[src/hsid_pkg.sv]
package hsid_pkg;

  // Stream and spectrum sizes
  localparam int WORD_WIDTH = 32;  // Bits per stream word
  localparam int DATA_WIDTH = 16;  // Bits per band sample
  localparam int HSI_BANDS = 8;  // Bands in one spectrum
  localparam int ELEMENTS = HSI_BANDS / 2;  // Two samples per word
  localparam int BUFFER_LENGTH = 4;  // Reference FIFO depth
  localparam int HSI_LIBRARY_SIZE = 16;  // Max reference vectors
  localparam int LIB_ADDR = $clog2(HSI_LIBRARY_SIZE);  // Library index width

  // Stream word, also used for the MSE value
  typedef logic [WORD_WIDTH-1:0] word_t;

  typedef logic [DATA_WIDTH-1:0] sample_t;  // Unsigned band sample

  typedef logic [LIB_ADDR-1:0] lib_ref_t;  // Library index

  // One extra bit so a full library count fits
  typedef logic [LIB_ADDR:0] lib_size_t;

  typedef logic [39:0] acc_t;  // Squared error sum, wide enough for all bands

  typedef logic [$clog2(ELEMENTS)-1:0] elem_cnt_t;  // Word position in a spectrum

  // Controller states
  typedef enum logic [2:0] {
    IDLE,  // Waiting for start
    READ_MEASURE,  // Loading the measured spectrum
    COMPUTE_MSE,  // Streaming references through the MSE unit
    WAIT_MSE,  // Draining the last results
    DONE  // One cycle done strobe
  } hsid_main_state_t;

endpackage
[src/hsid_fifo.sv]
module hsid_fifo #(
  parameter int DEPTH = 4  // Number of words held
) (
  input  logic clk,
  input  logic rst,
  input  logic wr_en,  // Push data_in
  input  logic rd_en,  // Pop the head word
  input  hsid_pkg::word_t data_in,
  output hsid_pkg::word_t data_out,  // Head word, valid when not empty
  output logic full,
  output logic empty
);

  typedef logic [$clog2(DEPTH)-1:0] ptr_t;
  typedef logic [$clog2(DEPTH+1)-1:0] cnt_t;

  hsid_pkg::word_t mem [DEPTH];  // Storage array
  ptr_t wr_ptr;  // Next slot to write
  ptr_t rd_ptr;  // Current head slot
  cnt_t count;  // Words stored
  logic do_rd;
  logic do_wr;

  assign full = (count == cnt_t'(DEPTH));
  assign empty = (count == '0);

  assign do_rd = rd_en && !empty;  // Pop only real data
  assign do_wr = wr_en && (!full || do_rd);  // A pop makes room for a push when full

  assign data_out = mem[rd_ptr];  // Fall-through head

  always_ff @(posedge clk) begin
    if (do_wr) begin
      mem[wr_ptr] <= data_in;
    end
  end

  always_ff @(posedge clk) begin
    if (rst) begin
      wr_ptr <= '0;
      rd_ptr <= '0;
      count <= '0;
    end else begin
      if (do_wr) begin
        wr_ptr <= (wr_ptr == ptr_t'(DEPTH - 1)) ? '0 : wr_ptr + ptr_t'(1);  // Wrap
      end
      if (do_rd) begin
        rd_ptr <= (rd_ptr == ptr_t'(DEPTH - 1)) ? '0 : rd_ptr + ptr_t'(1);  // Wrap
      end
      if (do_wr && !do_rd) begin
        count <= count + cnt_t'(1);
      end else if (do_rd && !do_wr) begin
        count <= count - cnt_t'(1);
      end
    end
  end

endmodule

[src/hsid_main.sv]
module hsid_main (
  input  logic clk,
  input  logic rst,
  input  logic hsi_vctr_in_valid,  // Input word strobe
  input  hsid_pkg::word_t hsi_vctr_in,  // Two packed band samples
  input  hsid_pkg::lib_size_t library_size_in,  // Held from start to done
  input  logic clear,  // Reset stored min and max
  input  logic start,
  output hsid_pkg::lib_ref_t mse_min_ref,
  output hsid_pkg::word_t mse_min_value,
  output hsid_pkg::lib_ref_t mse_max_ref,
  output hsid_pkg::word_t mse_max_value,
  output logic done,
  output logic idle,
  output logic ready
);

  hsid_pkg::hsid_main_state_t state;
  logic fifo_measure_full;
  logic fifo_measure_empty;
  logic fifo_ref_full;
  logic fifo_ref_empty;
  logic fifo_measure_wr_en;
  logic fifo_ref_wr_en;
  logic fifo_both_read_en;  // Pop a measure and ref pair
  hsid_pkg::word_t fifo_measure_data_in;
  hsid_pkg::word_t fifo_measure_data_out;
  hsid_pkg::word_t fifo_ref_data_out;
  logic element_start;
  logic element_last;
  logic element_valid;
  hsid_pkg::lib_ref_t vctr_ref;  // Index of the pair in flight
  logic recirc;  // Push the popped measure word back
  hsid_pkg::word_t mse_out;
  hsid_pkg::lib_ref_t mse_ref;
  logic mse_valid;
  logic mse_cmp_valid;  // Comparator result strobe

  // Last vector does not recirculate, leaving the measure FIFO empty for the next run
  assign recirc = fifo_both_read_en &&
                  (hsid_pkg::lib_size_t'(vctr_ref) != library_size_in - hsid_pkg::lib_size_t'(1));

  assign fifo_measure_data_in = (state == hsid_pkg::READ_MEASURE) ? hsi_vctr_in :
                                fifo_measure_data_out;
  assign fifo_measure_wr_en = (state == hsid_pkg::READ_MEASURE) ? (hsi_vctr_in_valid && ready) :
                              recirc;
  assign fifo_ref_wr_en = (state == hsid_pkg::COMPUTE_MSE) && hsi_vctr_in_valid && ready;

  hsid_main_fsm fsm (
    .clk(clk),
    .rst(rst),
    .start(start),
    .library_size(library_size_in),
    .in_valid(hsi_vctr_in_valid),
    .fifo_measure_full(fifo_measure_full),
    .fifo_measure_empty(fifo_measure_empty),
    .fifo_ref_full(fifo_ref_full),
    .fifo_ref_empty(fifo_ref_empty),
    .mse_cmp_valid(mse_cmp_valid),
    .state(state),
    .vctr_count(vctr_ref),
    .element_start(element_start),
    .element_last(element_last),
    .element_valid(element_valid),
    .fifo_both_read_en(fifo_both_read_en),
    .done(done),
    .idle(idle),
    .ready(ready)
  );

  hsid_fifo #(.DEPTH(hsid_pkg::ELEMENTS)) fifo_measure (  // Holds one spectrum
    .clk(clk),
    .rst(rst),
    .wr_en(fifo_measure_wr_en),
    .rd_en(fifo_both_read_en),
    .data_in(fifo_measure_data_in),
    .data_out(fifo_measure_data_out),
    .full(fifo_measure_full),
    .empty(fifo_measure_empty)
  );

  hsid_fifo #(.DEPTH(hsid_pkg::BUFFER_LENGTH)) fifo_ref (
    .clk(clk),
    .rst(rst),
    .wr_en(fifo_ref_wr_en),
    .rd_en(fifo_both_read_en),
    .data_in(hsi_vctr_in),
    .data_out(fifo_ref_data_out),
    .full(fifo_ref_full),
    .empty(fifo_ref_empty)
  );

  hsid_mse hsi_mse (
    .clk(clk),
    .rst(rst),
    .element_valid(element_valid),
    .element_start(element_start),
    .element_last(element_last),
    .vctr_ref(vctr_ref),
    .element_a(fifo_measure_data_out),
    .element_b(fifo_ref_data_out),
    .mse_value(mse_out),
    .mse_ref(mse_ref),
    .mse_valid(mse_valid)
  );

  hsid_mse_comp hsi_mse_comp (
    .clk(clk),
    .rst(rst),
    .clear(clear),
    .mse_in_valid(mse_valid),
    .mse_in_value(mse_out),
    .mse_in_ref(mse_ref),
    .mse_min_value(mse_min_value),
    .mse_min_ref(mse_min_ref),
    .mse_max_value(mse_max_value),
    .mse_max_ref(mse_max_ref),
    .mse_out_valid(mse_cmp_valid)
  );

endmodule

[src/hsid_main_fsm.sv]
module hsid_main_fsm (
  input  logic clk,
  input  logic rst,
  input  logic start,  // Begin a new identification
  input  hsid_pkg::lib_size_t library_size,  // Reference vectors to process
  input  logic in_valid,  // Input word strobe
  input  logic fifo_measure_full,
  input  logic fifo_measure_empty,
  input  logic fifo_ref_full,
  input  logic fifo_ref_empty,
  input  logic mse_cmp_valid,  // Comparator finished one result
  output hsid_pkg::hsid_main_state_t state,
  output hsid_pkg::lib_ref_t vctr_count,  // Index of the vector being read
  output logic element_start,  // Word 0 of a vector
  output logic element_last,  // Final word of a vector
  output logic element_valid,  // Pair popped this cycle
  output logic fifo_both_read_en,  // Pop both FIFOs
  output logic done,
  output logic idle,
  output logic ready
);

  localparam hsid_pkg::elem_cnt_t LAST_ELEM = hsid_pkg::elem_cnt_t'(hsid_pkg::ELEMENTS - 1);

  hsid_pkg::lib_size_t lib_size_r;  // Library size captured at start
  hsid_pkg::lib_size_t last_idx;  // Index of the final vector
  hsid_pkg::elem_cnt_t in_elem_cnt;  // Accepted words in current spectrum
  hsid_pkg::lib_size_t in_vctr_cnt;  // Reference vectors fully accepted
  hsid_pkg::elem_cnt_t rd_elem_cnt;  // Popped words in current vector
  hsid_pkg::lib_size_t cmp_cnt;  // Comparator results seen
  logic in_accept;  // Input word taken this cycle
  logic rd_last_vctr;  // Reading the final vector

  assign last_idx = lib_size_r - hsid_pkg::lib_size_t'(1);
  assign rd_last_vctr = (hsid_pkg::lib_size_t'(vctr_count) == last_idx);

  // Input side flow control
  always_comb begin
    ready = 1'b0;
    if (state == hsid_pkg::READ_MEASURE) begin
      ready = !fifo_measure_full;
    end else if (state == hsid_pkg::COMPUTE_MSE) begin
      ready = !fifo_ref_full && (in_vctr_cnt != lib_size_r);  // Stop once all refs are in
    end
  end

  assign in_accept = in_valid && ready;

  // Pair read when both sides hold data
  assign fifo_both_read_en = (state == hsid_pkg::COMPUTE_MSE) && !fifo_measure_empty &&
                             !fifo_ref_empty;
  assign element_valid = fifo_both_read_en;
  assign element_start = (rd_elem_cnt == '0);
  assign element_last = (rd_elem_cnt == LAST_ELEM);

  assign idle = (state == hsid_pkg::IDLE);
  assign done = (state == hsid_pkg::DONE);  // Single cycle, DONE always falls back to IDLE

  always_ff @(posedge clk) begin
    if (rst) begin
      state <= hsid_pkg::IDLE;
      lib_size_r <= '0;
      in_elem_cnt <= '0;
      in_vctr_cnt <= '0;
      rd_elem_cnt <= '0;
      vctr_count <= '0;
      cmp_cnt <= '0;
    end else begin
      case (state)
        hsid_pkg::IDLE: begin
          if (start) begin
            state <= hsid_pkg::READ_MEASURE;
            lib_size_r <= library_size;  // Held for the whole run
            in_elem_cnt <= '0;
            in_vctr_cnt <= '0;
            rd_elem_cnt <= '0;
            vctr_count <= '0;
            cmp_cnt <= '0;
          end
        end
        hsid_pkg::READ_MEASURE: begin
          if (in_accept) begin
            in_elem_cnt <= (in_elem_cnt == LAST_ELEM) ? '0 : in_elem_cnt + 1'b1;
            if (in_elem_cnt == LAST_ELEM) begin
              state <= hsid_pkg::COMPUTE_MSE;  // Measured spectrum complete
            end
          end
        end
        hsid_pkg::COMPUTE_MSE: begin
          if (in_accept) begin
            in_elem_cnt <= (in_elem_cnt == LAST_ELEM) ? '0 : in_elem_cnt + 1'b1;
            if (in_elem_cnt == LAST_ELEM) begin
              in_vctr_cnt <= in_vctr_cnt + 1'b1;  // One more ref fully taken
            end
          end
          if (fifo_both_read_en) begin
            if (element_last) begin
              rd_elem_cnt <= '0;
              if (rd_last_vctr) begin
                state <= hsid_pkg::WAIT_MSE;  // All pairs issued
              end else begin
                vctr_count <= vctr_count + 1'b1;
              end
            end else begin
              rd_elem_cnt <= rd_elem_cnt + 1'b1;
            end
          end
          if (mse_cmp_valid) begin
            cmp_cnt <= cmp_cnt + 1'b1;  // Earlier results finish while reading
          end
        end
        hsid_pkg::WAIT_MSE: begin
          if (mse_cmp_valid) begin
            cmp_cnt <= cmp_cnt + 1'b1;
            if (cmp_cnt == last_idx) begin
              state <= hsid_pkg::DONE;  // Final result compared
            end
          end
        end
        hsid_pkg::DONE: begin
          state <= hsid_pkg::IDLE;
        end
        default: begin
          state <= hsid_pkg::IDLE;
        end
      endcase
    end
  end

endmodule

[src/hsid_mse.sv]
module hsid_mse (
  input  logic clk,
  input  logic rst,
  input  logic element_valid,  // Word pair present
  input  logic element_start,  // First pair of a vector
  input  logic element_last,  // Final pair of a vector
  input  hsid_pkg::lib_ref_t vctr_ref,  // Library index of the pair
  input  hsid_pkg::word_t element_a,  // Measured word
  input  hsid_pkg::word_t element_b,  // Reference word
  output hsid_pkg::word_t mse_value,
  output hsid_pkg::lib_ref_t mse_ref,
  output logic mse_valid  // One cycle per vector
);

  hsid_pkg::sample_t diff_lo;  // Even band distance
  hsid_pkg::sample_t diff_hi;  // Odd band distance
  hsid_pkg::word_t sq_lo;
  hsid_pkg::word_t sq_hi;
  hsid_pkg::acc_t sq_sum;  // Both squares for this word

  hsid_pkg::acc_t s1_sum;  // Stage one payload
  hsid_pkg::lib_ref_t s1_ref;
  logic s1_valid;
  logic s1_start;
  logic s1_last;

  hsid_pkg::acc_t acc;  // Running sum for a vector
  hsid_pkg::lib_ref_t s2_ref;
  logic s2_drain;  // Accumulator holds a finished vector

  always_comb begin
    // Unsigned samples so take the absolute difference
    diff_lo = (element_a[15:0] >= element_b[15:0]) ? element_a[15:0] - element_b[15:0] :
                                                     element_b[15:0] - element_a[15:0];
    diff_hi = (element_a[31:16] >= element_b[31:16]) ? element_a[31:16] - element_b[31:16] :
                                                       element_b[31:16] - element_a[31:16];
    sq_lo = hsid_pkg::word_t'(diff_lo) * hsid_pkg::word_t'(diff_lo);
    sq_hi = hsid_pkg::word_t'(diff_hi) * hsid_pkg::word_t'(diff_hi);
    sq_sum = hsid_pkg::acc_t'(sq_lo) + hsid_pkg::acc_t'(sq_hi);
  end

  always_ff @(posedge clk) begin
    s1_sum <= sq_sum;
    s1_ref <= vctr_ref;
    if (s1_valid) begin
      acc <= s1_start ? s1_sum : acc + s1_sum;  // Restart on a new vector
      s2_ref <= s1_ref;
    end
    if (s2_drain) begin
      mse_value <= hsid_pkg::word_t'(acc >> $clog2(hsid_pkg::HSI_BANDS));  // Mean by shift
      mse_ref <= s2_ref;
    end
  end

  always_ff @(posedge clk) begin
    if (rst) begin
      s1_valid <= 1'b0;
      s1_start <= 1'b0;
      s1_last <= 1'b0;
      s2_drain <= 1'b0;
      mse_valid <= 1'b0;
    end else begin
      s1_valid <= element_valid;
      s1_start <= element_start;
      s1_last <= element_last;
      s2_drain <= s1_valid && s1_last;  // Last word added this edge
      mse_valid <= s2_drain;
    end
  end

endmodule

[src/hsid_mse_comp.sv]
module hsid_mse_comp (
  input  logic clk,
  input  logic rst,
  input  logic clear,  // Drop stored extremes
  input  logic mse_in_valid,
  input  hsid_pkg::word_t mse_in_value,
  input  hsid_pkg::lib_ref_t mse_in_ref,
  output hsid_pkg::word_t mse_min_value,
  output hsid_pkg::lib_ref_t mse_min_ref,
  output hsid_pkg::word_t mse_max_value,
  output hsid_pkg::lib_ref_t mse_max_ref,
  output logic mse_out_valid  // Pulses after the extremes settle
);

  logic updated;  // Extremes took a result last edge

  // Extremes and their indices
  always_ff @(posedge clk) begin
    if (rst || clear) begin
      mse_min_value <= '1;  // Any result is below this
      mse_min_ref <= '0;
      mse_max_value <= '0;
      mse_max_ref <= '0;
    end else if (mse_in_valid) begin
      if (mse_in_value < mse_min_value) begin
        mse_min_value <= mse_in_value;  // Strict so ties keep the older index
        mse_min_ref <= mse_in_ref;
      end
      if (mse_in_value > mse_max_value) begin
        mse_max_value <= mse_in_value;
        mse_max_ref <= mse_in_ref;
      end
    end
  end

  always_ff @(posedge clk) begin
    if (rst) begin
      updated <= 1'b0;
      mse_out_valid <= 1'b0;
    end else begin
      updated <= mse_in_valid && !clear;  // Clear wins over a result
      mse_out_valid <= updated;
    end
  end

endmodule

[config.mk]
export PLATFORM = sky130hd
export DESIGN_NAME = hsid_main
export DESIGN_NICKNAME = d
export VERILOG_FILES = /design/src/hsid_pkg.sv /design/src/hsid_fifo.sv /design/src/hsid_main.sv /design/src/hsid_main_fsm.sv /design/src/hsid_mse.sv /design/src/hsid_mse_comp.sv
export SDC_FILE = /design/constraint.sdc
export NUM_CORES = 2
export LEC_CHECK = 0
export ABC_AREA = 0
export BUFFER_PORTS_ARGS = -buffer_cell sky130_fd_sc_hd__clkbuf_2
export CELL_PAD_IN_SITES_DETAIL_PLACEMENT = 1
export CELL_PAD_IN_SITES_GLOBAL_PLACEMENT = 2
export CORE_ASPECT_RATIO = 0.75
export CORE_MARGIN = 2
export CORE_UTILIZATION = 47
export DETAILED_ROUTE_END_ITERATION = 6
export GPL_TIMING_DRIVEN = 0
export PLACE_DENSITY_LB_ADDON = 0.15
export SLEW_MARGIN = 20
export SYNTH_ARGS = -nofsm -noshare
export SYNTH_HDL_FRONTEND = slang
export SYNTH_HIERARCHICAL = 1
export SYNTH_SLANG_ARGS = --single-unit
[constraint.sdc]
create_clock -name clk -period 24.7 [get_ports clk]
set_input_delay 3.705 -clock clk [delete_from_list [all_inputs] [get_ports clk]]
set_output_delay 3.705 -clock clk [all_outputs]
set_load 0.02 [all_outputs]
Word-level counts from Yosys, hierarchy flattened:

Memories as Yosys holds them, arrays and structs flattened. A register that Yosys moved wholly into a read port is not among the register bits.
Cells that the tools add are included.

* register bits: 243
* memory bits (writable): 256
* bits of input ports: 42
* output and inout port bits: 75
* memories: 2

* add/sub/neg operators: 21
* multiply operators: 2
* order comparisons: 4
* equality and inequality tests: 29
* muxes and demuxes: 50
* reductions and logical operators: 49

Memories
* fifo_measure.mem: depth 4, bits a word 32, read ports 1, clocked after Yosys merged registers in 1, write ports 1, line hsid_fifo.sv:17 `hsid_pkg::word_t mem [DEPTH];`
* fifo_ref.mem: depth 4, bits a word 32, read ports 1, clocked after Yosys merged registers in 1, write ports 1, line hsid_fifo.sv:17

Operator list (number)
* 16-bit by 16-bit multiplier with 32-bit output: 2
* 16-bit subtractor: 4
* 40-bit adder: 1
* 40-bit 2-to-1 mux: 1
* 3-bit 2-to-1 mux: 12
* 32-bit by 32-bit adder with 33-bit output: 1
* 16-bit >= comparator: 2
* 32-bit greater-than comparator: 1
* 32-bit less-than comparator: 1
* 16-bit 2-to-1 mux: 2
* 32-bit 2-to-1 mux: 1
* 2-bit 2-to-1 mux: 13
* 5-bit 2-to-1 mux: 4
* 2-bit by 1-bit != test with 1-bit output (second input constant): 10
* 5-bit case mux with 2 select lines: 2
* 1-bit logical AND: 17
* 4-bit 2-to-1 mux: 4
* 2-bit by 1-bit adder with 2-bit output (second input constant): 6
* 2-bit equality test (second input constant): 6
* 3-bit case mux with 4 select lines: 1
* 5-bit by 1-bit adder with 5-bit output (second input constant): 2
* 2-bit nonzero test: 5
* 5-bit by 1-bit subtractor with 5-bit output (second input constant): 2
* 3-bit equality test (second input constant): 3
* other kinds (23): 52

Logic depth before layout (Yosys ltp):

* word-level depth: 12
* depth in mapped cells: 43
* gate-level depth less buffers: 39

Hierarchy:

Netlist, hierarchy kept.

By module, submodules not included
* hsid_mse: times used 1, cells each 2544, area an instance 23453.7 sq um, seq. area each 3093.0 sq um
* hsid_fifo: times used 2, cells each 214, area an instance 5082.4 sq um, seq. area each 4023.9 sq um
* hsid_mse_comp: times used 1, cells each 548, area an instance 4722.0 sq um, seq. area each 1481.4 sq um
* hsid_main_fsm: times used 1, cells each 185, area an instance 1612.8 sq um, seq. area each 520.5 sq um
* hsid_main: times used 1, cells each 55, area an instance 549.3 sq um, seq. area each 0.0 sq um

Worst setup path after synthesis:

OpenSTA, ideal clock, no wires.

* kind: register to register
* start point: register with a tool-made name
* end point: register hsi_mse.s1_sum[30]
* data arrival time: 10.162 ns
* data required time: 24.566 ns
* setup slack: 14.403 ns
* cell stages (with the launch flop): 41
* path buffers: 4
* clock period less this slack: 10.297 ns
* cell sequence: dfxtp_1 > buf_2 > buf_2 > mux4_2 > inv_1 > ha_1 > inv_1 > fa_1 > a21o_1 > a21oi_1 > o21ai_0 > a211oi_2 > o31ai_4 > buf_6 > mux2i_1 > o21ai_1 > xnor2_1 > buf_2 > [... 5 more ...] > fa_1 > inv_1 > fa_1 > fa_1 > fa_1 > inv_1 > fa_1 > inv_1 > ha_1 > and3_1 > and4_1 > a221o_1 > a31oi_1 > nand2_1 > a31oi_1 > o21ai_0 > o211ai_1 > a22oi_1

RTL lines
* end signal, assigned: line hsid_mse.sv:43 `s1_sum <= sq_sum;`
* end, declared: line hsid_mse.sv:21 `hsid_pkg::acc_t s1_sum;`

==> out/results.txt <==
area grow syn2layout: 9.25%
setup TNS: 0 ns
RePlAce Congestion: 0.902
Worst path most repeated cell: fa_1
CTS sink cnt: 491
Avg Cell Area, Syn: 10.8 sq um
initial antenna violation count: 0
fmax: 76.4 MHz
H-tree Lvls: 2
Yosys warnings: 6
max cap viols: 0
status: completed
largest cells by area after synthesis: edfxtp_1 25%, fa_1 19%, ha_1 12%, dfxtp_1 7.9%, inv_1 6.5%
row count: 93
IO Port Bufs: 116
max-slew violations: 0
chip width: 343 um
WP data required: 25.14 ns
Root Driver: clkbuf_16
Critical Path Fanout Max: 10
sequential area share after synthesis: 0.324
Detailed Route WL: 106000 um
Final Critical Period: 13.10 ns
clock-pin slew on the worst setup and hold paths: 0.06 ns
Util after Layout: 0.517
CTS Buf Count: 51
worst setup path category: flop to flop
largest net degree at the start of global routing: 33
Yosys top cell area share: 0.245
worst slew pin tran: 1.27 ns
Placed Area: 42600 sq um
final setup fails: 0
slowest stage delay, CP: 0.70 ns
unrepaired setup endpoints after global routing: false
area of the core: 85600 sq um
synth unique cells: 113
cell area after layout: 44200 sq um
skew final: 0.0601 ns
drt wl/cell: 20.6 um
Final HPWL DP: 86100 um
syn nets: 4568
commonest non-fill, non-tap cell in the layout: inv_1
setup ws final: 11.60 ns
DRC Markers: 0
CTS tree: yes
mapped cell area: 40500 sq um
FFs w/ async S/R, synth: 0
ys flop type: edfxtp_1
Max Root-Sink Buffers: 3
Post-CTS Resized: 0
Hold Path Class: flop to flop
DR vias/cell: 5.36
endpoint class of the critical path: flop
dominant cell type by area after synthesis: edfxtp_1
number of synthesized flops with an enable pin: 331
I/O Pins: 117
endpoints failing hold: 0
die footprint: 88600 sq um
Detailed Routing Iterations Pass 1: 5
die span in y: 258 um
via count of the first global-routing pass: 29758
setup bufs post-CTS: 0
commonest non-fill, non-tap cells in the layout: 702 x inv_1, 392 x fa_1, 374 x ha_1
Yosys reg bits: 491
crit path max-delay cell type: xnor2_2
first-pass GRT wire length: 169000 um
post-synthesis cell count: 3760
DRT antenna net count: 0
Clk Latency, worst-skew pair: 0.64 ns
nets: 4739
pre-CTS WS: 11.79 ns
CTS Hold Bufs: 0
Final Cycle Share: 0.530
headroom to the max-slew limit: 0.148
vias: 27392
Initial Util: 0.473
Worst EP arrival: 13.54 ns
gr ovfl total: 0
crit start category: flop
Total GRT Usage: 0.245
Iter 0 DRT Violations: 1551
layout cells sized above 1: 0.127
==> final cells by class <==
cell class | instances | area, sq um
fillers | 9364 | 41400
multi-input cells | 2433 | 24100
flip-flops and latches | 491 | 13100
inverters | 712 | 2670
well taps | 1140 | 1430
clock buffers | 61 | 1330
repair buffers | 118 | 628
plain buffers | 124 | 626
clock inverters | 34 | 317
diodes | 1 | 2.50
==> stage by stage <==
| step | std cells | hold WS [ns] |
|---|---|---|
| after floorplan | 3760 | 0.386 |
| after global routing | 5113 | 0.410 |
| final | 5114 | 0.404 |
| after CTS | 5113 | 0.405 |
| after global placement | 5016 | 0.387 |
| after detailed placement | 5018 | 0.390 |
==> kinds of logic after synthesis <==
family                   Yosys count  synth area share
adder cells (fa/ha/maj)          766             0.309
buffers and inverters            836            0.0814
AO/OA/AOI/OAI                    518            0.0859
XOR/XNOR                         130            0.0308
AND/OR/NAND/NOR                  850             0.105
flip-flops                       491             0.324
multiplexers                     169            0.0630
==> cell usage after synthesis (56+ instances only) <==
master,instances
a21o_1,79
o21ai_0,91
nand2_1,286
mux2i_1,63
xor2_1,61
inv_1,702
mux4_2,64
dfxtp_1,160
xnor2_1,57
a21oi_1,136
ha_1,374
nor2_1,231
nand3_1,56
fa_1,392
edfxtp_1,331
==> path summary, 6_finish.rpt <==
path | from | endpoint | slack [ns] | cells past startpoint
max | flop | hsi_mse/s1_sum[30] | 11.60 | 37
min reg2reg | hsi_mse/s1_ref[0] | hsi_mse/s2_ref[0] | 0.40 | 0
max reg2reg | flop | hsi_mse/s1_sum[30] | 11.60 | 37
min | hsi_mse/s1_ref[0] | hsi_mse/s2_ref[0] | 0.40 | 0
==> layer usage <==
metal	vias up	wire length, um	global-route usage
met5	-	0	0
met4	0	1430	0.0411
met3	78	5090	0.0379
met2	423	48500	0.394
met1	13996	50500	0.356
li1	12895	-	-
==> critical path, delay by kind of cell, from the launching register on <==
| family | cells | cell delay, ns |
|---|---|---|
| buf+inv | 10 | 2.40 |
| flops | 1 | 0.30 |
| compound gates | 8 | 2.22 |
| mux | 1 | 0.62 |
| simple gates | 7 | 1.84 |
| fa+ha+maj | 10 | 4.82 |
| xor+xnor | 1 | 0.70 |
==> state kept, by name (all words and copies together) (netlist names), 4 cells and up, named ones only <==
name                        cells
fsm/lib_size_r                  5
hsi_mse/acc                    35
hsi_mse/mse_value              32
hsi_mse_comp/mse_min_ref        4
fsm/cmp_cnt                     5
fsm/vctr_count                  4
hsi_mse/mse_ref                 4
hsi_mse_comp/mse_max_value     32
fsm/in_vctr_cnt                 5
fifo_measure/mem              128
hsi_mse/s1_sum                 33
hsi_mse/s2_ref                  4
fifo_ref/mem                  128
hsi_mse_comp/mse_max_ref        4
hsi_mse_comp/mse_min_value     32
hsi_mse/s1_ref                  4
Power is not shown: default switching activity piles up to over one toggle a cycle in this logic, so the estimate is an artifact.
